<file path="config.mk">
export PLATFORM = sky130hd
export DESIGN_NAME = wayArray
export DESIGN_NICKNAME = d
export VERILOG_FILES = /design/src/verilog/wayArray.sv
export SDC_FILE = /design/constraint.sdc
export NUM_CORES = 2
export LEC_CHECK = 0
export BUFFER_PORTS_ARGS = -buffer_cell sky130_fd_sc_hd__buf_2
export CORE_MARGIN = 2
export CORE_UTILIZATION = 51
export CTS_CLUSTER_DIAMETER = 80
export DETAILED_ROUTE_END_ITERATION = 10
export PLACE_DENSITY_LB_ADDON = 0.3
export SLEW_MARGIN = 0
export SYNTH_ARGS = -nofsm -noshare
export SYNTH_HDL_FRONTEND = slang
export SYNTH_SLANG_ARGS = --single-unit
</file>
<file path="constraint.sdc">
create_clock -name clk -period 8.5 [get_ports clk]
set_input_delay 1.275 -clock clk [delete_from_list [all_inputs] [get_ports clk]]
set_output_delay 1.275 -clock clk [all_outputs]
set_load 0.05 [all_outputs]
</file>
<file path="src/verilog/wayArray.sv">
`timescale 1ns/1ps

module wayArray #(
  parameter int  Depth   = 64,
  parameter type Payload = logic [31:0]
) (
  input  logic                       clk,
  input  logic                       en_i,
  input  logic                       we_i,
  input  logic [$clog2(Depth)-1:0]   addr_i,
  input  Payload                     d_i,
  input  logic [$bits(Payload)-1:0]  bitMask_i,
  output Payload                     q_o
);

  localparam int Width = $bits(Payload);

  logic [Width-1:0] mem [Depth];
  logic [Width-1:0] qReg;

  // read returns the old contents when the same entry is written
  always_ff @(posedge clk) begin
    if (en_i) begin
      if (we_i) begin
        mem[addr_i] <= (mem[addr_i] & ~bitMask_i) | (Width'(d_i) & bitMask_i);
      end
      qReg <= mem[addr_i];
    end
  end

  assign q_o = Payload'(qReg);

endmodule
</file>
# == Word level (Yosys, flattened, before mapping) ==
# Memories as Yosys holds them, arrays and structs flattened.
# Cells that the tools add are included.
# totals
inputBits,73
word_cells,9
reg_bits,32
mem_bits_rw,2048
n_memories,1
# op_classes
muxes,3
bitwise_logic,4
# mem_list
memory,depth,word_bits,rd,rd_ports_with_merged_regs,write_ports,line,rtl
mem,64,32,1,0,1,18,logic [Width-1:0] mem [Depth];
# ops
operator,n
32-bit bitwise AND,2
32-bit inverter,1
32-bit bitwise OR,1
1-bit two-way mux,3

# == Logic depth before layout (Yosys ltp) ==
# depth
word_depth,3
depth_mapped,11

# == Worst setup path after synthesis ==
# No wires, ideal clock.
# synth_path
path_kind,input to register
from,input port addr_i[2]
to,"memory mem[10][0] in the netlist's numbering, enable pin"
path_stages,9
setup_time_ns,0.421
required_ns,8.079
path_slack_ns,4.106
arrival_ns,3.973
path_cell_list,buf_4 buf_4 buf_6 buf_4 buf_2 buf_2 nor2_1 nand2_1 nor2_1
# synth_lines
element,line,rtl
start: declaration,10,"input logic [$clog2(Depth)-1:0] addr_i,"
end: declaration,18,
# No word-level cell before the write port.

# == Final worst setup path ==
# layout_path
from,input port addr_i[0]
to,memory mem[31][27] in the netlist's numbering (data pin)
# layout_via
elab_chain_len,3
# layout_lines
element,line,rtl
memory read 64 x 32 bit,n/a,
32-bit bitwise AND,25,mem[addr_i] <= (mem[addr_i] & ~bitMask_i) | (Width'(d_i) & bitMask_i);
32-bit bitwise OR,25,
# Every way passes these cells.

==> impl_metrics.toml <==
[route]
ant_nets = 0
vias = 49100
post_drt_wl_per_cell_um = 36.1
drc_errors = 0
via_per_inst = 7.07
maxUsedRoutingLayer = "met5"
wl_um = 250000
met2_length_um = 112000
drt_iter0_markers = 7833
wirelength_met1_um = 90900
dr.pass1.iters = 9
met3_wirelength_um = 34000

[clocking]
cts_buffer_depth = 3
cts_setup_buffers = 0
cts_hold_buf = 0
tritoncts = "yes"
cts_sinks = 2080
numCtsBuffers = 198
worstSkewPairLatency_ns = 0.84
path_clk_slew_ns = 0.06
h-tree-depth = 4
cts_resized = 0
clockRootBuffer = "clkbuf_16"

[sta]
fin_skew_ns = 0.0313
fin_crit_sh_pct = 66.4
min_period_ns = 5.65
setup_tns_ns = 0
final_hold_viol_count = 0
setup_viol = 0
relSlewSlack_pct = 7.06
tightest_slew_ns = 1.39
slew_viol_final = 0
fmax_mhz = 177
rsz0062_at_grt = "no"

[setup_path]
arrival_ns = 6.03
required_ns = 8.89
start_kind = "primary input"
cp_max_fo = 109
end_kind = "flop"
r2r-start = "mem[36][27]$_DFFE_PP_"
startpoint = "addr_i[0]"
critPathKind = "in2reg"

[placed_design]
gp_congestion = 0.873
place_area_mm2 = 0.0842
place_hpwl_um = 136000
portBuffers = 104

[logic_synthesis]
yosysTopAreaCell = "edfxtp_1"
avgSynthCellArea_um2 = 17.5
syn_inst = 4631
synth-main-ff-cell = "edfxtp_1"
netlist_area_mm2 = 0.0809
seq_area_frac_synth_pct = 77.2
synth_top_area_share_pct = 77.2
syn_nets = 4704
yosys_register_bits = 2080
async_flop_share_pct = 0
synth_cell_types = 69
yosysWarningCount = 0
yosys-top-cells-area = "edfxtp_1, a22oi_1, mux2i_1, a221oi_1, mux2_2"
synth_edf_count = 2080

[power]
leakage_uw = 0.0280
powerDensity_mw_per_mm2 = 236
peakVddDrop_v = 0.000246

[global_route]
grt_max_degree = 141
grt_usage_pct = 30.5
antenna_found_initial = 4
grt_pass1_vias = 46500
grt_overflow = 0
grt_pass1_wl_um = 349000

[layout]
multi_input_area_mm2 = 0.0172
design_area_mm2 = 0.0901
nets = 4784
drive_gt1_share_pct = 15.8
seq_area_mm2 = 0.0625
areaGrowthSynthToFinish_pct = 11.4
fillers = 11800

[worst_hold_path]
hold_class = "reg2reg"
min-delay-start = "mem[55][7]$_DFFE_PP_"

[status]
status = "completed"

[floorplan]
dieArea_mm2 = 0.162
core_mm2 = 0.158
die_w_um = 402
rows = 146
io_pins = 105
chipHeight_um = 402
start_util_pct = 51.2

[job]
cap_violations = 0
## cells by family (layout without fill, tap and decap cells)
kind of cell	Yosys count	count (layout)	share of synthesized area [%]
flip-flops	2080	2080	77.2
AO/OA/AOI/OAI	1234	1234	11.7
AND/OR/NAND/NOR	623	623	4.66
buffers and inverters	388	626	2.27
multiplexers	306	306	4.11
other	0	2	0
## final timing paths
kind	cells after the start	to	slack, ns
min	4	q_o[7]$_DFFE_PP_	0.74
max reg2reg	6	mem[31][27]$_DFFE_PP_	4.84
max	9	mem[31][27]$_DFFE_PP_	2.85
min reg2reg	4	q_o[7]$_DFFE_PP_	0.74
## report_power, final
| part | switching (µW) | total [µW] | internal [µW] |
|---|---|---|---|
| Sequential | 20.3 | 11600 | 11600 |
| Clock | 3760 | 8250 | 4490 |
| Combinational | 1080 | 1400 | 318 |
## cells in the mapped netlist (9+ instances only)
master        n
o221a_2      10
and4_1       39
and3_1       30
nand3b_1     93
a221o_1      28
nand3_1      30
nor2b_1      30
buf_4        21
buf_6        20
a31oi_1      76
a22o_1       16
mux2i_1     206
a22oi_1     381
nor3b_1      33
o41a_1       15
o211a_1      12
a41o_1       12
or3b_2       29
clkbuf_1    188
o21ai_0      64
nor2_1       92
o22ai_1     105
a32oi_1      36
nor4_1       17
nand2_1      82
a2111oi_2    14
o221ai_1     63
o2111ai_1    15
a222oi_1     15
nor4b_1      24
a21o_1       17
o22a_1       82
a221oi_1    134
nand2b_1      9
mux2_4       12
edfxtp_1   2080
mux2_2       80
buf_1        35
a211oi_1     17
a21oi_1      90
a2111oi_0    15
nor3_1       62
nand4_1      32
buf_2       120
## final cells by class
| cell class | count | area share (%) |
|---|---|---|
| Antenna cell | 2 | 0.00556 |
| Clock buffer | 253 | 5.82 |
| Clock inverter | 105 | 0.732 |
| Inverter | 4 | 0.0250 |
| Multi-Input combinational cell | 2163 | 19.1 |
| Sequential cell | 2080 | 69.3 |
| Tap cell | 2072 | 2.88 |
| Timing Repair Buffer | 264 | 2.14 |
## worst max-delay path: stages
cell and delay (ns):
buf_8 0.52, buf_4 0.56, inv_2 0.36, buf_4 0.46, a221o_1 0.42, a222oi_1 0.49, a2bb2oi_1 0.34, nand4_1 0.51
mux2_2 0.84
## state kept, by name, summed over array words and instances (netlist names)
name	flops
mem	2048
q_o	32
## layout by cell type (no fill, tap or decap), types with 16 or more instances in the layout
cell       instances
a211oi_1          17
a21o_1            17
a21oi_1           90
a221o_1           28
a221oi_1         134
a22o_1            16
a22oi_1          381
a31oi_1           76
a32oi_1           36
and3_1            30
and4_1            39
buf_2            101
buf_4            146
clkbuf_1          51
clkbuf_16        202
clkinv_1          51
clkinv_2          34
edfxtp_1        2080
mux2_2            80
mux2i_1          206
nand2_1           81
nand3_1           30
nand3b_1          93
nand4_1           32
nor2_1            25
nor2_4            67
nor2b_1           25
nor3_1            61
nor3b_1           31
nor4_1            17
nor4b_1           24
o21ai_0           64
o221ai_1          63
o22a_1            82
o22ai_1          105
or3b_2            29
## metal layers
| metal | up-vias | track usage (%) |
|---|---|---|
| met4 | 2 | 15.0 |
| met2 | 3821 | 45.5 |
| met5 | - | 0 |
| met3 | 709 | 7.94 |
| li1 | 19600 | - |
| met1 | 25000 | 41.8 |
## stage by stage
stage / total power [µW] / cells / setup WS (ns) / util (%) / hold slack (ns)
floorplan: 12700 / 4631 / 4.11 / - / 0.672
global placement: 13200 / 6583 / 2.26 / 53.3 / 0.751
detailed placement: 13200 / 6583 / 2.23 / 53.3 / 0.746
CTS: 21300 / 6941 / 3.08 / 57.0 / 0.756
global route: 21800 / 6941 / 2.94 / 57.0 / 0.839
finish: 21300 / 6943 / 2.85 / 57.0 / 0.741
Power figures use the tool's default switching activity.
