### src/verilog/dcachePkg.sv
package dcachePkg;

  localparam int AddrW        = 32;
  localparam int WordW        = 64;
  localparam int LineW        = 256;
  localparam int OffsetW      = 5;
  localparam int IndexW       = 6;
  localparam int TagW         = 21;
  localparam int NumSets      = 64;
  localparam int BeatsPerLine = 4;

  // one load or store from the pipeline
  typedef struct packed {
    logic [AddrW-1:0]   addr;
    logic               isStore;
    logic [WordW-1:0]   wrData;
    logic [WordW/8-1:0] wrMask;
  } cpuReq_t;

  // dirty line going back to memory at its line aligned address
  typedef struct packed {
    logic [AddrW-1:0] addr;
    logic [LineW-1:0] line;
  } memWrReq_t;

  typedef struct packed {
    logic [TagW-1:0] tag;
  } tagEntry_t;

  typedef struct packed {
    logic [LineW-1:0] data;
    logic [LineW-1:0] bitMask;
  } lineWrite_t;

  typedef enum logic [2:0] {
    IDLE    = 3'd0,
    COMPARE = 3'd1,
    WRBACK  = 3'd2,
    MISS    = 3'd3,
    REFILL  = 3'd4,
    REPLACE = 3'd5
  } ctrlState_t;

endpackage

### src/verilog/storeMerge.sv
`timescale 1ns/1ps

module storeMerge (
  input  dcachePkg::cpuReq_t     req_i,
  output dcachePkg::lineWrite_t  write_o
);

  localparam int WordsPerLine = dcachePkg::LineW / dcachePkg::WordW;
  localparam int BytesPerWord = dcachePkg::WordW / 8;

  logic [2:0]                   byteOff;
  logic [1:0]                   wordSel;
  logic [dcachePkg::WordW-1:0]  wordData;
  logic [BytesPerWord-1:0]      byteMask;
  logic [dcachePkg::WordW-1:0]  wordMask;

  assign byteOff  = req_i.addr[2:0];
  assign wordSel  = req_i.addr[4:3];
  // align data and byte enables to the byte offset inside the word
  assign wordData = req_i.wrData << {byteOff, 3'b000};
  assign byteMask = req_i.wrMask << byteOff;

  always_comb begin
    for (int b = 0; b < BytesPerWord; b++) begin
      wordMask[b*8 +: 8] = {8{byteMask[b]}};
    end
    for (int w = 0; w < WordsPerLine; w++) begin
      write_o.data[w*dcachePkg::WordW +: dcachePkg::WordW]    = (w == wordSel) ? wordData : '0;
      write_o.bitMask[w*dcachePkg::WordW +: dcachePkg::WordW] = (w == wordSel) ? wordMask : '0;
    end
  end

endmodule

### config.mk
export PLATFORM = sky130hd
export DESIGN_NAME = storeMerge
export DESIGN_NICKNAME = d
export VERILOG_FILES = /design/src/verilog/dcachePkg.sv /design/src/verilog/storeMerge.sv
export SDC_FILE = /design/constraint.sdc
export NUM_CORES = 1
export LEC_CHECK = 0
export BUFFER_PORTS_ARGS = -buffer_cell sky130_fd_sc_hd__buf_2
export CAP_MARGIN = 15
export CORE_AREA = 2 2 237 239
export DETAILED_ROUTE_END_ITERATION = 8
export DIE_AREA = 0 0 239 241
export RECOVER_POWER = 50
export SYNTH_ARGS = -nofsm -noshare
export SYNTH_HDL_FRONTEND = slang
export SYNTH_SLANG_ARGS = --single-unit
export TNS_END_PERCENT = 10
### constraint.sdc
create_clock -name vclk -period 4.6
set_input_delay 0.46 -clock vclk [all_inputs]
set_output_delay 0.46 -clock vclk [all_outputs]
set_load 0.005 [all_outputs]
### Yosys cells after proc, flatten, opt, wreduce, memory -nomap -nowiden

Cells that the tools add are included.

| word-level totals | value |
|---|---|
| flip-flop bits (word level) | 0 |
| input bits | 105 |

| cells by class | value |
|---|---|
| equality and inequality tests | 3 |
| shifts and indexed selects | 2 |
| muxes and demuxes | 8 |
| reduce and logical (&&, ||, !) cells | 1 |

Operators by type and width:

| kind | number |
|---|---|
| $mux W64 | 8 |
| $shl A64 B6 Y64 | 1 |
| $shl A8 B3 Y8 | 1 |
| $eq A2 B2 Y1 const A | 2 |
| $eq A1 B2 Y1 const A | 1 |
| $logic_not A2 Y1 | 1 |

### Depth between registers and ports, before layout

| depth | value |
|---|---|
| word-level depth | 2 |
| depth in mapped cells | 7 |
| mapped depth without buffers | 3 |

### Worst setup path before layout

Ideal clock, no wire load.

| timing | value |
|---|---|
| path kind | input port to output port |
| from | input req_i[77] (netlist name) |
| to | output write_o[17] (netlist name) |
| arrival time | 2.054 ns |
| path slack | 2.086 ns |
| cell stages on the path | 6 |
| path buffers | 4 |
| path through | clkbuf_1 > or2_2 > clkbuf_1 > clkbuf_1 > nor3_1 > buf_4 |

RTL lines:

| element | RTL line | text |
|---|---|---|
| start, declared | storeMerge.sv:4 | `input dcachePkg::cpuReq_t req_i,` |
| end, declared | storeMerge.sv:5 | `output dcachePkg::lineWrite_t write_o` |

==> Implementation_results.wiki <==
{| class="wikitable"
! Metric !! Value
|-
| Worst min path class || in -> out
|-
| Buffer count from post-CTS setup fixing || 0
|-
| Switching share of total power || 64.9%
|-
| Final total power || 0.744 mW
|-
| Number of nets in the synthesized netlist || 881
|-
| Setup slack at placement || 1.06 ns
|-
| Hold-critical path depth || 3
|-
| Overall Global Routing Usage || 13.3%
|-
| Setup Total Neg Slack || 0 ns
|-
| Iteration count of the initial detailed-routing pass || 4
|-
| Overall die height || 241 um
|-
| Seq_cells || 0
|-
| Warning count from the yosys run || 0
|-
| Effective utilization at floorplan || 9.73%
|-
| Violation count after the first detailed-routing iteration || 242
|-
| Slew at the pin closest to its max-slew limit || 1.37 ns
|-
| Final worst path period share || 85.5%
|-
| Placer congestion estimate || 0.771
|-
| Worst path max stage delay || 1.05 ns
|-
| Leakage || 3.79 nW
|-
| Distinct cells, synth || 24
|-
| Floorplan row count || 86
|-
| Comb pwr share || 100.0%
|-
| Fraction of final layout cells with drive strength greater than 1 || 48.8%
|-
| Number of cells on the critical path || 6
|-
| Cell Int Power || 0.261 mW
|-
| Worst setup path startpoint || req_i[74]
|-
| Portion of total power attributed to sequential cells || 0%
|-
| Chip Width || 239 um
|-
| Vias per Instance || 3.75
|-
| Syn Area/Cell || 6.88 sq um
|-
| Worst path top cell family by delay || buffers and inverters
|-
| Area of the core || 54900 sq um
|-
| Wire per inst || 23.1 um
|-
| Yosys top cell area share || 32.5%
|-
| Number of nets with antenna violations after routing || 0
|-
| Clock network power share || 0%
|-
| Die area || 57600 sq um
|-
| Port bufs || 589
|-
| Slowest-stage cell, CP || sky130_fd_sc_hd__clkbuf_1
|-
| Initial antenna violation count || 12
|-
| Cell Area, Placed || 7400 sq um
|-
| Cell area after layout || 7220 sq um
|-
| Data arrival time of the critical path || 3.47 ns
|-
| Post-synthesis sequential area ratio || 0%
|-
| Total power per unit cell area || 103 nW/um^2
|-
| Area of the mapped netlist || 5340 sq um
|-
| Resized Gates After CTS || 0
|-
| Critical Path Fanout Max || 36
|-
| Syn Inst Count || 776
|-
| CP endpoint kind || output pin
|-
| Area growth, synth to finish || 35.3%
|-
| Maxcap violations || 0
|-
| Final setup violating endpoints || 0
|-
| Fill cell total of the finished layout || 6553
|-
| Total gr overflow || 0
|-
| Sequential cell area || 0 sq um
|-
| Switching power || 0.483 mW
|-
| Post-layout minimum cycle time || 3.93 ns
|-
| Top post-synthesis cells by count || sky130_fd_sc_hd__buf_4, sky130_fd_sc_hd__nor2_1, sky130_fd_sc_hd__nor3_1
|-
| Utilization after layout || 13.2%
|-
| Post-Route WL || 41.9 mm
|-
| Cell type with the highest aggregate area in the netlist || sky130_fd_sc_hd__buf_4
|-
| Total number of vias || 6802
|-
| Setup Crit Path Kind || in -> out
|-
| Data required time at the worst endpoint || 4.14 ns
|-
| Leading cell type by number of instances after synthesis || sky130_fd_sc_hd__buf_4
|-
| Endpoint of the worst setup timing path || write_o[415]
|-
| Synth top area cells || sky130_fd_sc_hd__buf_4, sky130_fd_sc_hd__nor2_1, sky130_fd_sc_hd__mux2i_1
|-
| First-pass GRT wire length || 51.9 mm
|-
| Nature of the critical path startpoint || input pin
|-
| Worst Slack Setup Final || 0.667 ns
|-
| Final nets || 1210
|-
| Relative slew slack || 8.67%
|-
| Total buffers and inverters traversed by the critical path || 3
|-
| Post-CTS Hold Buffers || 0
|-
| Status || completed
|-
| Total DRC errors in the routed layout || 0
|-
| Pin count of the biggest net entering global routing || 47
|-
| Clkbuf count || 0
|-
| Number of ports placed on the die boundary || 617
|-
| Hold violation total from the final report || 0
|-
| Number of global-route vias before repair || 5852
|-
| Worst supply voltage drop on vdd || 0.0394 mV
|-
| Pins over their slew limit || 0
|-
| Maximum frequency from static timing analysis || 254 MHz
|-
| RSZ-0062 raised after global routing || false
|-
| Dpl hpwl || 35.8 mm
|-
| Crit path cell chain || buf_4 -> clkbuf_1 -> mux2_2 -> mux2i_1 -> nor2_1 -> buf_2
|}
## metrics by stage
stage               hold slack, ns  std cells
global placement              1.35       1807
CTS                           1.35       1807
finish                        1.34       1812
detailed placement            1.35       1807
floorplan                     1.03        776
global route                  1.36       1810
## area by class of cell
cell class / instances / area [sq um] / share of cell area (%)
Timing Repair Buffer: 611 / 2960 / 41.0
Multi-Input combinational cell: 492 / 3370 / 46.6
Antenna cell: 5 / 12.5 / 0.173
Tap cell: 704 / 881 / 12.2
## power groups by stage
| stage | clock network, mW | logic (mW) | registers (mW) |
|---|---|---|---|
| floorplan | 0 | 0.433 | 0 |
| global placement | 0 | 0.761 | 0 |
| detailed placement | 0 | 0.763 | 0 |
| CTS | 0 | 0.765 | 0 |
| global route | 0.0000000872 | 0.799 | 0 |
| finish | 0.0000000852 | 0.744 | 0 |
## per-layer routing
metal  track usage (%)  vias up  share of wire (%)
li1                  -     3101                  -
met5                 0        -              0.096
met1              17.2     3165                 44
met4              3.75        6                3.0
met3              1.90       48                6.6
met2              22.9      482                 47
## cell usage in the layout (no fill, tap or decap)
| cell | Yosys | layout |
|---|---|---|
| sky130_fd_sc_hd__buf_4 | 231 | 20 |
| sky130_fd_sc_hd__mux2i_1 | 54 | 54 |
| sky130_fd_sc_hd__nor2_1 | 145 | 150 |
| sky130_fd_sc_hd__nand3b_1 | 2 | 2 |
| sky130_fd_sc_hd__o22ai_1 | 45 | 45 |
| sky130_fd_sc_hd__o2bb2ai_1 | 9 | 9 |
| sky130_fd_sc_hd__and2_0 | 0 | 19 |
| sky130_fd_sc_hd__nand2_2 | 0 | 1 |
| sky130_fd_sc_hd__buf_1 | 3 | 2 |
| sky130_fd_sc_hd__or2_2 | 5 | 4 |
| sky130_fd_sc_hd__diode_2 | 0 | 5 |
| sky130_fd_sc_hd__or2_0 | 0 | 1 |
| sky130_fd_sc_hd__clkbuf_2 | 1 | 76 |
| sky130_fd_sc_hd__a2bb2oi_1 | 9 | 9 |
| sky130_fd_sc_hd__nand3_1 | 1 | 1 |
| sky130_fd_sc_hd__clkbuf_1 | 30 | 126 |
| sky130_fd_sc_hd__buf_2 | 18 | 386 |
| sky130_fd_sc_hd__nor3_1 | 72 | 72 |
| sky130_fd_sc_hd__or3_1 | 2 | 2 |
| sky130_fd_sc_hd__nor2b_1 | 2 | 2 |
| sky130_fd_sc_hd__buf_12 | 0 | 1 |
| sky130_fd_sc_hd__and2_1 | 36 | 17 |
| sky130_fd_sc_hd__mux4_2 | 18 | 18 |
| sky130_fd_sc_hd__nand2b_2 | 0 | 1 |
| sky130_fd_sc_hd__mux2_1 | 0 | 14 |
| sky130_fd_sc_hd__nand2_1 | 12 | 11 |
| sky130_fd_sc_hd__nor3b_1 | 9 | 9 |
| sky130_fd_sc_hd__nand2b_1 | 21 | 20 |
| sky130_fd_sc_hd__mux2_2 | 45 | 31 |
## cell families (layout without fill, tap and decap cells)
family,after synthesis,in the layout,synth area share (%)
simple gates,312,312,27.8
other cells,0,5,0
compound gates,63,63,8.23
mux,117,117,27.2
buf+inv,284,611,36.8
## how the worst min path moves through the flow
stage               startpoint            to  slack (ns)
finish                req_i[9]  write_o[385]        1.34
global route          req_i[9]  write_o[385]        1.36
CTS                   req_i[9]  write_o[449]        1.35
detailed placement    req_i[9]  write_o[449]        1.35
global placement      req_i[9]  write_o[321]        1.35
floorplan             req_i[8]  write_o[256]        1.03
No activity file was read; power rests on OpenSTA's default activity.
