$ cat src/verilog/dcachePkg.sv
package dcachePkg;

  localparam int AddrW        = 32;
  localparam int WordW        = 64;
  localparam int LineW        = 256;
  localparam int OffsetW      = 5;
  localparam int IndexW       = 6;
  localparam int TagW         = 21;
  localparam int NumSets      = 64;
  localparam int BeatsPerLine = 4;

  // one load or store from the pipeline
  typedef struct packed {
    logic [AddrW-1:0]   addr;
    logic               isStore;
    logic [WordW-1:0]   wrData;
    logic [WordW/8-1:0] wrMask;
  } cpuReq_t;

  // dirty line going back to memory at its line aligned address
  typedef struct packed {
    logic [AddrW-1:0] addr;
    logic [LineW-1:0] line;
  } memWrReq_t;

  typedef struct packed {
    logic [TagW-1:0] tag;
  } tagEntry_t;

  typedef struct packed {
    logic [LineW-1:0] data;
    logic [LineW-1:0] bitMask;
  } lineWrite_t;

  typedef enum logic [2:0] {
    IDLE    = 3'd0,
    COMPARE = 3'd1,
    WRBACK  = 3'd2,
    MISS    = 3'd3,
    REFILL  = 3'd4,
    REPLACE = 3'd5
  } ctrlState_t;

endpackage

$ cat src/verilog/lineState.sv
`timescale 1ns/1ps

module lineState (
  input  logic                          clk,
  input  logic                          rst_n,
  input  logic [dcachePkg::IndexW-1:0]  index_i,
  input  logic                          hitWay_i,
  input  logic                          setValid_i,
  input  logic                          setDirty_i,
  input  logic                          clearDirty_i,
  output logic [1:0]                    valid_o,
  output logic [1:0]                    dirty_o,
  output logic                          victim_o
);

  logic [1:0][dcachePkg::NumSets-1:0] validQ;
  logic [1:0][dcachePkg::NumSets-1:0] dirtyQ;
  logic                               replQ;

  always_ff @(posedge clk or negedge rst_n) begin
    if (!rst_n) begin
      validQ <= '0;
      dirtyQ <= '0;
      replQ  <= 1'b0;
    end else begin
      // fill marks the way valid and moves the victim to the other way
      if (setValid_i) begin
        validQ[hitWay_i][index_i] <= 1'b1;
        replQ                     <= ~replQ;
      end
      if (setDirty_i) begin
        dirtyQ[hitWay_i][index_i] <= 1'b1;
      end else if (clearDirty_i) begin
        dirtyQ[hitWay_i][index_i] <= 1'b0;
      end
    end
  end

  assign valid_o  = {validQ[1][index_i], validQ[0][index_i]};
  assign dirty_o  = {dirtyQ[1][index_i], dirtyQ[0][index_i]};
  assign victim_o = replQ;

  dirtyExclusive: assert property (@(posedge clk) disable iff (!rst_n)
    !(setDirty_i && clearDirty_i));

  // stores only land in a line that is already resident
  dirtyOnValid: assert property (@(posedge clk) disable iff (!rst_n)
    setDirty_i |-> valid_o[hitWay_i]);

endmodule

$ cat config.mk
export PLATFORM = sky130hd
export DESIGN_NAME = lineState
export DESIGN_NICKNAME = d
export VERILOG_FILES = /design/src/verilog/dcachePkg.sv /design/src/verilog/lineState.sv
export SDC_FILE = /design/constraint.sdc
export NUM_CORES = 1
export LEC_CHECK = 0
export BUFFER_PORTS_ARGS = -buffer_cell sky130_fd_sc_hd__buf_2
export CAP_MARGIN = 5
export CORE_ASPECT_RATIO = 0.6
export CORE_MARGIN = 2
export CORE_UTILIZATION = 59
export CTS_BUF_LIST = sky130_fd_sc_hd__clkbuf_8
export DETAILED_ROUTE_END_ITERATION = 12
export PLACE_DENSITY = 0.76
export SETUP_SLACK_MARGIN = 0.15
export SLEW_MARGIN = 30
export SYNTH_ARGS = -nofsm -noshare
export SYNTH_HDL_FRONTEND = slang
export SYNTH_SLANG_ARGS = --single-unit
$ cat constraint.sdc
create_clock -name clk -period 1.63 [get_ports clk]
set_input_delay 0.163 -clock clk [delete_from_list [all_inputs] [get_ports clk]]
set_output_delay 0.163 -clock clk [all_outputs]
set_load 0.01 [all_outputs]
## After elaboration in Yosys (flattened, before gate mapping)

Cells that the tools add are included.
Widths: inputs -> output; s select.

| cells by class | value |
|---|---|
| $lt $le $gt $ge | 4 |
| bitwise gates (word level) | 5 |
| reductions and logical operators | 3 |
| mux-type cells | 14 |

Operator list:

| kind | count |
|---|---|
| $mux 128 | 2 |
| $or 128x128->128 | 2 |
| $and 128x128->128 | 1 |
| $not 128->128 | 1 |
| $demux 64 s1 | 1 |
| $mux 64 | 1 |
| $bmux 1 s6 | 4 |
| $lt 6x7->1 const B | 1 |
| $demux 1 s6 | 1 |
| $ge 6x1->1 const B | 1 |
| $mux 1 | 5 |
| $logic_and 1x1->1 | 2 |
| $lt 1x2->1 const B | 1 |
| $reduce_bool 2->1 | 1 |
| $ge 1x1->1 const B | 1 |
| $not 1->1 | 1 |

| storage, ports and cells | value |
|---|---|
| logic and storage cells | 31 |
| bits of input ports | 12 |
| output and inout bits | 5 |
| register bits after elaboration | 257 |

## Depth between registers and ports, before layout

| logic depth | value |
|---|---|
| word-level depth | 10 |
| mapped depth | 10 |
| mapped depth without buffers | 6 |

## Least setup slack after synthesis

Ideal clock, no wire load.

| timing | value |
|---|---|
| kind | input -> output |
| start point | in index_i[2] (netlist name) |
| end point | out valid_o[0] |
| stages on the path | 7 |
| path slack | -0.107 ns |
| data arrival time | 1.574 ns |
| data required time | 1.467 ns |
| buffers on the path | 3 |
| cells stage by stage | buf_6 > buf_2 > buf_2 > mux4_2 > mux2_2 > a22oi_1 > nand4_1 |

| between the ends | value |
|---|---|
| cells in the longest elaborated chain, start to end | 2 |

RTL lines:

| item | RTL line | source |
|---|---|---|
| from (decl) | lineState.sv:6 | `input logic [dcachePkg::IndexW-1:0] index_i,` |
| $bmux 1 s6 | lineState.sv:39 | `assign valid_o = {validQ[1][index_i], validQ[0][index_i]};` |
| $mux 1 (implied by the code) | lineState.sv:39 |  |
| to (decl) | lineState.sv:11 | `output logic [1:0] valid_o,` |

No other way between the ends. The select of a mux whose other input is x is not followed.

## Worst setup path after layout

| timing | value |
|---|---|
| start point | reg validQ[91] (netlist name) |
| end point | out valid_o[1] |

| between the ends | value |
|---|---|
| cells in the longest elaborated chain, start to end | 2 |

RTL lines:

| item | RTL line | source |
|---|---|---|
| from (decl) | lineState.sv:16 | `logic [1:0][dcachePkg::NumSets-1:0] validQ;` |
| from (signal assigned) | lineState.sv:22 | `validQ <= '0;` |
| from (signal, indexed assignment) | lineState.sv:28 | `validQ[hitWay_i][index_i] <= 1'b1;` |
| $bmux 1 s6 | lineState.sv:39 |  |
| $mux 1 (implied by the code) | lineState.sv:39 |  |

No other way between the ends. The select of a mux whose other input is x is not followed.

==> impl_metrics.py <==
metrics = {
    "power_and_ir_drop": {
        "p_leak_nw": 6.01,
        "peakVddDrop_uv": 864,
        "p_per_area_nw_per_um2": 1110,
    },
    "final_layout": {
        "design_area_um2": 13700,
        "multi_input_area_um2": 4630,
        "drive_gt1_frac": 0.239,
        "antenna_cells": 0,
        "n_fill_cell": 1347,
        "layout.nets": 1180,
        "seqCellArea_um2": 6430,
        "areaGrowthSynthToFinish_pct": 20.6,
    },
    "synthesis": {
        "syn-num-nets": 1062,
        "synth_simple_gate_area_frac": 0.0457,
        "yosysWarnings": 0,
        "ys_seq_area_frac": 0.565,
        "netlist_instances": 1050,
        "synth_top_family_by_area": "compound AO/OA/AOI/OAI gates",
        "synth_area_um2": 11400,
        "synth-xor-area-share": 0.000770,
        "synth_fa_ha_area_frac": 0,
        "ys.flop_type": "dfrtp_1",
        "ys_seq_elements": 257,
        "avgSynthCellArea_um2": 10.8,
        "synthArstFlopShare": 1.00,
        "synth_cell_types": 50,
        "synth-compound-area-share": 0.291,
        "synth-edff-count": 0,
        "synth_mux_area_frac": 0.0548,
    },
    "clocking": {
        "numCtsBuffers": 39,
        "clock_latency_ns": 0.54,
        "cts.sinks": 257,
        "htreeDepth": 2,
        "cts_tree": "yes",
        "clockBufferDepth": 3,
        "clk_pin_slew_ns": 0.07,
        "ctsRootBufferMaster": "clkbuf_8",
    },
    "global_routing": {
        "grt_pass1_wl_um": 55000,
        "gr-total-overflow": 0,
        "grt_max_degree": 64,
        "track_usage": 0.352,
        "antenna_found_initial": 0,
        "first_global_vias": 9597,
    },
    "drt": {
        "wl_met2_um": 14700,
        "first_pass_iters": 5,
        "drc": 0,
        "ant_nets": 0,
        "routed_via_density": 6.51,
        "wl_um": 34600,
        "wire_per_inst_um": 24.0,
        "highest_layer": "met4",
        "wl_met1_um": 15300,
        "vias": 9374,
        "wl_met3_um": 3800,
        "initialDrtViolationCount": 1239,
    },
    "sta": {
        "worstMarginPinSlew_ns": 0.774,
        "fin_skew_ns": 0,
        "setup-violations-final": 4,
        "finalCritPeriodShare": 1.56,
        "fmax_ghz": 0.393,
        "max_slew_margin": 0.482,
        "hold_viol_final": 0,
        "period_needed_ns": 2.54,
        "finalWorstSetupSlack_ns": -0.915,
        "final_max_slew_viol_count": 0,
        "rsz0062_at_grt": "yes",
        "hold_slack_ns": 0.0805,
    },
    "status": {
        "violations": "setup timing",
        "outcome": "finished, violations left",
    },
    "worst_setup_path": {
        "crit_buf_inv": 1,
        "cp_slowest_cell": "dfrtp_1",
        "worstReg2RegStart": "validQ[91]$_DFFE_PN0P_",
        "required_ns": 1.47,
        "startpoint_type": "flop",
        "critPathCaptureType": "output pin",
        "path_max_fanout": 2,
        "slowest_delay_ns": 0.39,
        "crit_start": "validQ[91]$_DFFE_PN0P_",
        "critical_path_class": "flop to output pin",
        "crit_family": "compound AO/OA/AOI/OAI gates",
        "path_cells": "mux2_4 -> a221oi_4 -> o22ai_2 -> a22oi_2 -> o2111a_1 -> nand4_1 -> buf_2",
        "critPathArrivalTime_ns": 2.38,
    },
    "min_path": {
        "hp-start": "setValid_i",
        "hold_class": "primary input to flop",
    },
    "place": {
        "place_area_um2": 12800,
        "dp_hpwl_um": 23100,
        "gp_congestion": 0.940,
        "io_buffers": 16,
    },
    "floorplanning": {
        "die_area_um2": 20400,
        "fp.dieW_um": 183,
        "ios": 17,
        "num_rows": 39,
        "start_util": 0.599,
        "fp.coreArea_um2": 19000,
        "die_h_um": 112,
    },
    "flow_run": {
        "drv_cap": 0,
    },
}
==> logic make-up after synthesis <==
logic type      count (synthesis)
buf+inv                       104
simple gates                  111
flops                         257
compound gates                527
mux                            50
xor+xnor                        1
==> synth_stat cells (2+ instances only) <==
master | number | area (um^2)
buf_1 | 2 | 7.51
buf_4 | 3 | 22.5
nand2_1 | 51 | 191
mux2i_1 | 24 | 240
and2_0 | 2 | 12.5
and2_1 | 2 | 12.5
nor3_1 | 2 | 10.0
a22oi_1 | 47 | 353
nand4_1 | 4 | 25.0
o21ai_0 | 267 | 1340
or3_1 | 2 | 12.5
buf_2 | 22 | 110
o21bai_1 | 128 | 961
o22ai_1 | 11 | 68.8
mux2_1 | 3 | 33.8
clkbuf_1 | 67 | 251
a221oi_2 | 2 | 30.0
mux2_2 | 15 | 169
inv_1 | 3 | 11.3
a22o_1 | 3 | 26.3
a211oi_1 | 2 | 15.0
a221oi_1 | 31 | 272
o21ai_1 | 3 | 15.0
a31oi_1 | 4 | 25.0
nand3_1 | 8 | 40.0
o211ai_1 | 3 | 22.5
nor2_1 | 21 | 78.8
dfrtp_1 | 257 | 6430
a21oi_1 | 12 | 60.1
buf_6 | 7 | 78.8
and3_1 | 2 | 12.5
mux4_2 | 8 | 180
or2_2 | 2 | 12.5
nor2b_1 | 6 | 37.5
o221ai_1 | 9 | 78.8
==> cell usage in the layout (no fill, tap or decap), types with 18 or more instances in the layout <==
cell type	instances
buf_12	21
o21bai_1	128
inv_1	18
mux2i_1	24
nor2_1	19
buf_4	140
a221oi_1	22
clkbuf_8	44
dfrtp_1	257
o21ai_0	265
a22oi_1	43
nand2_1	51
==> path summary, 6_finish.rpt <==
| path | end | slack [ns] | depth (start not counted) |
|---|---|---|---|
| worst max-delay path | valid_o[1] | -0.91 | 7 |
| max in group asynchronous | async pin | 0.79 | 3 |
| worst min register to register | validQ[37]$_DFFE_PN0P_ | 0.47 | 1 |
| worst min-delay path | victim_o$_DFFE_PN0P_ | 0.08 | 2 |
| min in group asynchronous | async pin | 0.14 | 2 |
| worst max register to register | validQ[91]$_DFFE_PN0P_ | 0.73 | 3 |
==> repair_timing <==
action / CTS / global route
pin swaps: 13 / 5
setup endpoints to repair: 4 / 4
buffers inserted: 1 / 1
hold buffers: 2 / 0
endpoints found under the hold margin: 258 / 0
gates resized for setup: 19 / 4
==> metrics by stage <==
| step | cells | total power [mW] | worst slack, ns | utilization | setup TNS, ns |
|---|---|---|---|---|---|
| CTS | 1439 | 15.3 | -0.906 | 0.721 | -3.31 |
| global placement | 1369 | 9.86 | -0.640 | 0.675 | -4.95 |
| detailed placement | 1369 | 9.94 | -0.691 | 0.675 | -7.20 |
| finish | 1440 | 15.3 | -0.915 | 0.722 | -3.31 |
| floorplan | 1050 | 8.95 | -0.0742 | - | -0.205 |
| global route | 1440 | 16.0 | -0.976 | 0.722 | -3.61 |
==> layout make-up <==
type	count	area share
Clock inverter	23	0.0109
Clock buffer	44	0.0442
Tap cell	246	0.0224
Inverter	3	0.000821
Timing Repair Buffer	178	0.115
Multi-Input combinational cell	689	0.337
Sequential cell	257	0.469
==> routing by layer <==
layer  global-route usage  up-vias
met2                0.499      471
met4               0.0955        0
li1                     -     4133
met1                0.529     4703
met3                0.110       67
met5                    0        -
==> power by group <==
part | total (mW) | switching, mW | internal [mW]
registers | 7.72 | 0.487 | 7.24
logic | 2.25 | 1.19 | 1.05
clock network | 5.28 | 2.50 | 2.78
total | 15.3 | 4.18 | 11.1
==> worst register-to-register path, delay by kind of cell, from the launching register on <==
| kind | cells | cell delay, ns |
|---|---|---|
| AO/OA/AOI/OAI | 1 | 0.14 |
| buffers and inverters | 2 | 0.26 |
| flip-flops | 1 | 0.39 |
No activity file was read; power rests on OpenSTA's default activity.
