File: config.mk
export PLATFORM = sky130hd
export DESIGN_NAME = refillBuffer
export DESIGN_NICKNAME = d
export VERILOG_FILES = /design/src/verilog/dcachePkg.sv /design/src/verilog/refillBuffer.sv
export SDC_FILE = /design/constraint.sdc
export NUM_CORES = 1
export LEC_CHECK = 0
export BUFFER_PORTS_ARGS = -buffer_cell sky130_fd_sc_hd__buf_2
export CORE_AREA = 3 3 152 154
export DETAILED_ROUTE_END_ITERATION = 16
export DIE_AREA = 0 0 155 157
export PLACE_DENSITY_LB_ADDON = 0.15
export SETUP_SLACK_MARGIN = 0.2
export SLEW_MARGIN = 10
export SYNTH_ARGS = -nofsm -noshare
export SYNTH_HDL_FRONTEND = slang
export SYNTH_SLANG_ARGS = --single-unit
File: constraint.sdc
create_clock -name clk -period 3.1 [get_ports clk]
set_clock_uncertainty 0.15 [all_clocks]
set_input_delay 0.155 -clock clk [delete_from_list [all_inputs] [get_ports clk]]
set_output_delay 0.155 -clock clk [all_outputs]
set_load 0.02 [all_outputs]
File: src/verilog/dcachePkg.sv
package dcachePkg;

  localparam int AddrW        = 32;
  localparam int WordW        = 64;
  localparam int LineW        = 256;
  localparam int OffsetW      = 5;
  localparam int IndexW       = 6;
  localparam int TagW         = 21;
  localparam int NumSets      = 64;
  localparam int BeatsPerLine = 4;

  // one load or store from the pipeline
  typedef struct packed {
    logic [AddrW-1:0]   addr;
    logic               isStore;
    logic [WordW-1:0]   wrData;
    logic [WordW/8-1:0] wrMask;
  } cpuReq_t;

  // dirty line going back to memory at its line aligned address
  typedef struct packed {
    logic [AddrW-1:0] addr;
    logic [LineW-1:0] line;
  } memWrReq_t;

  typedef struct packed {
    logic [TagW-1:0] tag;
  } tagEntry_t;

  typedef struct packed {
    logic [LineW-1:0] data;
    logic [LineW-1:0] bitMask;
  } lineWrite_t;

  typedef enum logic [2:0] {
    IDLE    = 3'd0,
    COMPARE = 3'd1,
    WRBACK  = 3'd2,
    MISS    = 3'd3,
    REFILL  = 3'd4,
    REPLACE = 3'd5
  } ctrlState_t;

endpackage

File: src/verilog/refillBuffer.sv
`timescale 1ns/1ps

module refillBuffer (
  input  logic                         clk,
  input  logic                         rst_n,
  input  logic                         memRdDataValid_i,
  input  logic [dcachePkg::WordW-1:0]  memRdData_i,
  input  logic                         memRdLast_i,
  output logic [dcachePkg::LineW-1:0]  line_o,
  output logic                         done_o
);

  localparam int CntW = $clog2(dcachePkg::BeatsPerLine);

  logic [CntW-1:0] beatCnt;

  always_ff @(posedge clk or negedge rst_n) begin
    if (!rst_n) begin
      beatCnt <= '0;
      done_o  <= 1'b0;
    end else begin
      done_o <= memRdDataValid_i && memRdLast_i;
      if (memRdDataValid_i) begin
        beatCnt <= memRdLast_i ? '0 : beatCnt + 1'b1;
      end
    end
  end

  // lowest word arrives first
  always_ff @(posedge clk) begin
    if (memRdDataValid_i) begin
      line_o[beatCnt*dcachePkg::WordW +: dcachePkg::WordW] <= memRdData_i;
    end
  end

  lastOnFourthBeat: assert property (@(posedge clk) disable iff (!rst_n)
    memRdLast_i |-> memRdDataValid_i && beatCnt == CntW'(dcachePkg::BeatsPerLine - 1));

endmodule

# ---- Word-level counts from Yosys, hierarchy flattened
# Index checks and enable logic that the tools add are counted.
dict set report op_classes {
  mux 2
  addsub 2
  n_reduce_logical 1
  shifts 2
}
# op count
set ops {}
lappend ops {{256-bit bitwise mux} 1}
lappend ops {{64-bit by 34-bit variable shift with 256-bit output, first input constant} 1}
lappend ops {{64-bit by 34-bit indexed part select with 256-bit output} 1}
lappend ops {{8-bit negator with 34-bit output} 1}
lappend ops {{2-bit by 1-bit adder with 2-bit output, second input constant} 1}
lappend ops {{2-bit two-way mux} 1}
lappend ops {{1-bit logical AND} 1}
dict set report totals {
  regBits 259
  in_bits 68
  word_cells 10
}

# ---- Logic depth before layout (Yosys ltp)
# Gate-level depths: netlist of run 1.
dict set report depth {
  ltp_word 3
  depth_mapped 7
  ltp_nobuf 4
}

# ---- Worst setup path before layout of run 1
# No wires, ideal clock.
dict set report synth_path {
  path_type {flip-flop to flip-flop}
  startpoint {register beatCnt[0] (netlist name)}
  endpoint {register line_o[0] in the netlist's numbering (enable)}
  setup_slack_ns 0.100
  n_path_buf 0
  required_time_ns 2.521
  arrival_ns 2.421
  path_stages_with_launch 4
  cell_sequence {dfrtp_1 -> inv_1 -> ha_1 -> and2_1}
}
# element line
set synth_lines {}
lappend synth_lines {{to (signal, indexed assignment)} refillBuffer.sv:32} ;# line_o[beatCnt*dcachePkg::WordW +: dcachePkg::WordW] <= memRdData_i;
lappend synth_lines {{to (decl)} refillBuffer.sv:9} ;# output logic [dcachePkg::LineW-1:0] line_o,

# ---- Final worst setup path of run 1
dict set report layout_path {
  startpoint {register beatCnt[0]}
  endpoint {register line_o[67] in the netlist's numbering (data pin)}
}
dict set report layout_via {
  elab_chain_cells 3
  elab_cells_between_ends 4
  cone_classes {1 x add/sub; 2 x shift; 1 x mux}
}
# element line
set layout_rtl {}
lappend layout_rtl {{from (decl)} refillBuffer.sv:15} ;# logic [CntW-1:0] beatCnt;
lappend layout_rtl {{from (signal assigned)} refillBuffer.sv:24} ;# beatCnt <= memRdLast_i ? '0 : beatCnt + 1'b1;
lappend layout_rtl {{8-bit negator with 34-bit output *} refillBuffer.sv:32}
lappend layout_rtl {{64-bit by 34-bit indexed part select with 256-bit output or 64-bit by 34-bit variable shift with 256-bit output (tied branches)} refillBuffer.sv:32}
lappend layout_rtl {{256-bit bitwise mux *} refillBuffer.sv:32}
# Mark *: on every way between the ends. The rest lies on a longest branch, timed or not.
# A chain may end at the register's enable or synchronous reset.

==> results of run 1 <==
## metrics by stage
step / setup slack [ns] / instance area [um^2] / total power (uW) / utilization
floorplan: 0.2797 / 9743 / 4820 / -
global placement: 0.5028 / 11710 / 5245 / 0.5363
CTS: 0.3625 / 13230 / 8388 / 0.6064
detailed placement: 0.3761 / 11710 / 5264 / 0.5363
global route: 0.2228 / 13240 / 8622 / 0.6067
finish: 0.4276 / 13240 / 8303 / 0.6067
## placed cells by master, fill, tap and decap left out, types with 4 or more instances in the layout
master	Yosys	final
clkbuf_16	0	29
and3_1	125	125
edfxtp_1	256	256
and2_4	0	4
and2_1	132	128
buf_2	1	324
clkbuf_1	21	12
ha_1	5	5
dlygate4sd3_1	0	69
buf_4	4	11
## power by group through the flow
stage                     clock (uW)  combinational [uW]  sequential, uW
final                           3060                1110            4140
after CTS                       3120                1120            4140
after floorplan                    0                 369            4450
after detailed placement           0                1050            4210
after global placement             0                1040            4210
after global routing            3270                1200            4150
## cell type report
class	count	area [um^2]	area share
flip-flops and latches	259	7762	0.5863
multi-input cells	276	1813	0.1369
inverters	2	7.507	0.0005670
clock inverters	8	67.56	0.005103
diodes	1	2.502	0.0001890
well taps	280	350.3	0.02646
repair buffers	408	2466	0.1863
clock buffers	41	770.7	0.05821
## worst paths after layout
check,from,endpoint,slack (ns),cells past startpoint
min in group asynchronous,rst_n,done_o,0.37,3
worst min register to register,beatCnt[0],beatCnt[0],0.66,2
worst max register to register,beatCnt[0],line_o[67],0.43,5
worst max-delay path,beatCnt[0],line_o[67],0.43,5
worst min-delay path,memRdLast_i,done_o,0.28,3
max in group asynchronous,rst_n,beatCnt[0],2.28,3
## cells by family (layout without fill, tap and decap cells)
group,after synthesis,after routing,synth area share
other,0,1,0
AO/OA/AOI/OAI,2,2,0.001156
buffers and inverters,41,459,0.01978
AND/OR/NAND/NOR,269,269,0.1758
adder cells (fa/ha/maj),5,5,0.006422
flip-flops,259,259,0.7968
## repair_timing
action,CTS,global route
gates resized for setup,0,1
endpoints found under the setup margin,0,47
hold buffers,69,0
hold endpoints to repair,262,0
## per-layer routing
metal | GRT usage | up-vias | share of wire
li1 | - | 2920 | -
met4 | 0.04500 | 0 | 0.020
met5 | 0.001984 | - | 0
met2 | 0.3367 | 289 | 0.49
met1 | 0.2529 | 3009 | 0.39
met3 | 0.07479 | 36 | 0.11
## state kept, by name, indices dropped and copies added, names as in the netlist
name,count
line_o,256
beatCnt,2
done_o,1
## worst max-delay path: cells and delay by family (launching register included)
family        cells  cell delay [ns]
buf+inv           2             0.56
flops             1             0.51
fa+ha+maj         1             0.49
simple gates      2             0.79
==> flow_summary.json, run 1 <==
{
  "yosysTopAreaCellShare": 0.7891,
  "clk_pin_slew_ns": 0.06,
  "drc_errors": 0,
  "synth_edf_count": 256,
  "worst_pin_slew_ns": 0.5880,
  "grt_pass1_wl_um": 37980,
  "clock_latency_ns": 0.52,
  "fmax_mhz": 374.2,
  "numCtsBuffers": 28,
  "layout-drive-gt1-share": 0.3863,
  "yosysSeqAreaShare": 0.7968,
  "grt_pass1_vias": 6298,
  "internal_power_uw": 6238,
  "drv_slew": 0,
  "yosys_warnings": 0,
  "cp.arrival_ns": 2.91,
  "cpPeakStageDelay_ns": 0.58,
  "die_w_um": 155,
  "post_cts_buffers": 0,
  "critPathLaunchType": "flip-flop",
  "ys_ff_latch": 259,
  "status": "complete, no violations",
  "htreeDepth": 1,
  "p_leak_uw": 0.005898,
  "synth_common_cells": "edfxtp_1 (256), and2_1 (132), and3_1 (125)",
  "dieHeight_um": 157,
  "pwr-share-seq": 0.498,
  "syn_area_um2": 9742,
  "fillers": 1705,
  "core-area_um2": 21820,
  "worst_ir_drop_vdd_mv": 0.5559,
  "clkPwrFrac": 0.368,
  "synth_cell_types": 23,
  "min_period_ns": 2.672,
  "cts_root_buffer": "clkbuf_16",
  "timing.hold.ws_ns": 0.2795,
  "dp_cells": 1156,
  "crit_chain": "inv_1 -> ha_1 -> and2b_2 -> buf_4 -> and3_1",
  "synth_largest_area_cell": "edfxtp_1",
  "dpl.hpwl_um": 16840,
  "ant_nets": 0,
  "synth_ff_type": "edfxtp_1",
  "p_sw_frac": 0.2487,
  "tns_ns": 0,
  "antenna_found_initial": 1,
  "clock_sinks": 259,
  "die_area_um2": 24340,
  "synthArstFlopShare": 0.01158,
  "final-instance-count-excl-fill": 1275,
  "crit_type": "reg2reg",
  "grt_overflow": 0,
  "yosysMostFrequentCell": "edfxtp_1",
  "syn_nets": 649,
  "rsz0062_at_grt": "false",
  "setup.worst_path.end_class": "flip-flop",
  "grtUsageTotal": 0.2013,
  "synthCells": 576,
  "num_vias": 6254,
  "viasPerCell": 4.905,
  "cts_tree": "done",
  "p_switching_uw": 2065,
  "clk_path_buf_depth": 3,
  "first_iter_violations": 371,
  "max-cap-violations": 0,
  "grt_max_degree": 72,
  "first_pass_iters": 4,
  "synth.avg_cell_area_um2": 16.91,
  "setup-violations-final": 0,
  "portBuffers": 324,
  "gp_congestion": 0.7514,
  "cp.required_ns": 3.34,
  "initial_core_util": 0.4464,
  "p_per_area_nw_per_um2": 627.1,
  "combPwrFrac": 0.133,
  "wirelength_um": 25470,
  "synth_area_leaders": "edfxtp_1 (79%), and2_1 (8.5%), and3_1 (8.0%)",
  "wl_per_cell_um": 19.97,
  "hp-class": "in2reg",
  "layout.nets": 1048,
  "slowest_stage": "and2b_2",
  "std_cell_rows": 54,
  "finalHoldViolCount": 0,
  "min_period_over_period": 0.8621,
  "io_pins": 325,
  "path_max_fanout": 32,
  "areaGrowthSynthToFinish_pct": 35.91,
  "relSlewSlack": 0.6080
}
Power figures use the tool's default switching activity.
==> run 2, diff against run 1 <==
--- a/config.mk
+++ b/config.mk
@@ -5,10 +5,13 @@
 export SDC_FILE = /design/constraint.sdc
 export NUM_CORES = 1
 export LEC_CHECK = 0
+export ABC_CLOCK_PERIOD_IN_PS = 2210
 export BUFFER_PORTS_ARGS = -buffer_cell sky130_fd_sc_hd__buf_2
-export CORE_AREA = 3 3 152 154
+export CELL_PAD_IN_SITES_DETAIL_PLACEMENT = 1
+export CELL_PAD_IN_SITES_GLOBAL_PLACEMENT = 1
+export CORE_AREA = 3 3 167 169
 export DETAILED_ROUTE_END_ITERATION = 16
-export DIE_AREA = 0 0 155 157
+export DIE_AREA = 0 0 170 172
 export PLACE_DENSITY_LB_ADDON = 0.15
 export SETUP_SLACK_MARGIN = 0.2
 export SLEW_MARGIN = 10
==> constraint.sdc (replaced) <==
create_clock -name clk -period 2.21 [get_ports clk]
set_clock_uncertainty 0.15 [all_clocks]
set_input_delay 0.1105 -clock clk [delete_from_list [all_inputs] [get_ports clk]]
set_output_delay 0.1105 -clock clk [all_outputs]
set_load 0.02 [all_outputs]
==> run 2 against run 1 <==
  * Worst setup slack worse by 0.19 ns
  * Critical path type unchanged
  * Critical endpoint is now line_o[169]
  * Register-to-register slack worse by 0.19 ns
  * Final cell count grew 6.8%
  * Utilization is 9.1 points lower
==> flow_summary.json, run 2 (synthesized netlist as in run 1, its figures left out) <==
{
  "grt_pass1_vias": 6764,
  "fmax_mhz": 507.2,
  "dieHeight_um": 172,
  "min_path_cells": 3,
  "reg_top3": "line_o x256, beatCnt x2, done_o x1",
  "r2r.worst_path.cells": 7,
  "numCtsBuffers": 28,
  "std_cell_rows": 60,
  "min_period_ns": 1.972,
  "p_leak_uw": 0.006110,
  "wl_per_cell_um": 22.34,
  "setup-violations-final": 0,
  "ant_nets": 0,
  "rsz0062_at_grt": "true",
  "worstHoldStart": "memRdData_i[37]",
  "gp_congestion": 0.7539,
  "layout.nets": 1072,
  "grt_busiest_layer": "met2",
  "crit_type": "reg2reg",
  "grt_overflow": 0,
  "rrSetupSlack_ns": 0.24,
  "cp.required_ns": 2.45,
  "die_area_um2": 29240,
  "grtUsageMet2": 0.3398,
  "clock_sinks": 259,
  "core-area_um2": 26730,
  "path_max_fanout": 15,
  "antenna_found_initial": 0,
  "finalHoldViolCount": 0,
  "drc_errors": 0,
  "largest_reg_flops": 256,
  "cp.arrival_ns": 2.21,
  "grt_pass1_wl_um": 42780,
  "worst_ir_drop_vdd_mv": 0.6316,
  "grt_max_degree": 55,
  "status": "complete, no violations",
  "first_pass_iters": 4,
  "max-cap-violations": 0,
  "portBuffers": 324,
  "cp-startpoint": "beatCnt[0]",
  "tns_ns": 0,
  "clk_pin_slew_ns": 0.06,
  "worst_pin_slew_ns": 0.6752,
  "relSlewSlack": 0.5478,
  "clk_path_buf_depth": 3,
  "p_per_area_nw_per_um2": 882.5,
  "layout_commonest_cell": "buf_2",
  "wirelength_um": 30430,
  "hp-class": "in2reg",
  "initial_core_util": 0.3645,
  "layout-drive-gt1-share": 0.4094,
  "critPathLaunchType": "flip-flop",
  "drv_slew": 0,
  "areaGrowthSynthToFinish_pct": 41.59,
  "reg2reg_from": "beatCnt[0]",
  "io_pins": 325,
  "gr-usage-met3": 0.05601,
  "met1_usage": 0.2393,
  "cts_tree": "done",
  "layout_common_cells": "buf_2 (324), edfxtp_1 (256), and2_1 (128)",
  "htreeDepth": 1,
  "die_w_um": 170,
  "setup.worst_path.end_class": "flip-flop",
  "final_util": 0.5161,
  "grtUsageTotal": 0.1933,
  "cts_root_buffer": "clkbuf_16",
  "top_register": "line_o",
  "clock_latency_ns": 0.54,
  "viasPerCell": 4.823,
  "min_period_over_period": 0.8922,
  "num_antenna_cells": 0,
  "dpl.hpwl_um": 19720,
  "first_iter_violations": 413,
  "num_vias": 6569
}
run 2: cell types whose count changed in the layout (fill, tap and decap cells not counted), moves of 3 or more:
cell / previous run / this run
clkbuf_1: 12 / 7
clkinv_1: 3 / 6
clkbuf_16: 29 / 32
buf_12: 3 / 14
clkinv_2: 2 / 7
buf_6: 1 / 6
run 2: repair_timing:
action / 4_1_cts / 5_1_grt
setup buffers: 3 / 6
endpoints found under the setup margin: 229 / 233
hold endpoints to repair: 262 / 0
resized for setup: 6 / 16
cloned: 1 / 4
pin swaps: 0 / 1
hold buffers: 69 / 0
run 2: path summary, 6_finish.rpt:
check                                   end
min in group asynchronous        beatCnt[0]
worst min-delay path            line_o[165]
worst max-delay path            line_o[169]
max in group asynchronous            done_o
worst max register to register  line_o[169]
worst min register to register   beatCnt[0]
run 2: report_power, final:
part	switching (uW)	internal, uW
Clock	1880	2620
Combinational	1180	684
Sequential	77.1	5730
Total	3130	9040
run 2: metrics by stage:
stage,total power [uW],hold WS [ns],area (um^2),setup WS (ns),instances
5_1_grt,12640,0.2727,13790,0.1652,1362
4_1_cts,12160,0.2454,13580,0.1480,1352
6_report,12170,0.2830,13790,0.2383,1362
3_5_place_dp,7524,-0.2220,11960,0.04529,1227
2_1_floorplan,6755,-0.3351,9753,0.2502,576
3_3_place_gp,7461,-0.2266,11960,0.1712,1227
run 2: worst max-delay path: stages, from the launching register on:
cell and delay (ns):
dfrtp_2 0.39, clkinvlp_4 0.17, ha_4 0.22, buf_6 0.13, nor4b_4 0.21, buf_6 0.21
clkbuf_16 0.19, and2_1 0.13
run 2: final cells by class:
cell class / count / area, um^2
Sequential cell: 259 / 7764
Fill cell: 2694 / 12930
Clock buffer: 36 / 752.0
Clock inverter: 16 / 126.4
Timing Repair Buffer: 431 / 2863
Inverter: 2 / 11.26
Tap cell: 341 / 426.7
Multi-Input combinational cell: 277 / 1851
run 2: layer usage:
layer / up-vias / part of all wire
li1: 2971 / -
met3: 37 / 0.076
met5: - / 0
met4: 0 / 0.019
met2: 254 / 0.50
met1: 3307 / 0.40
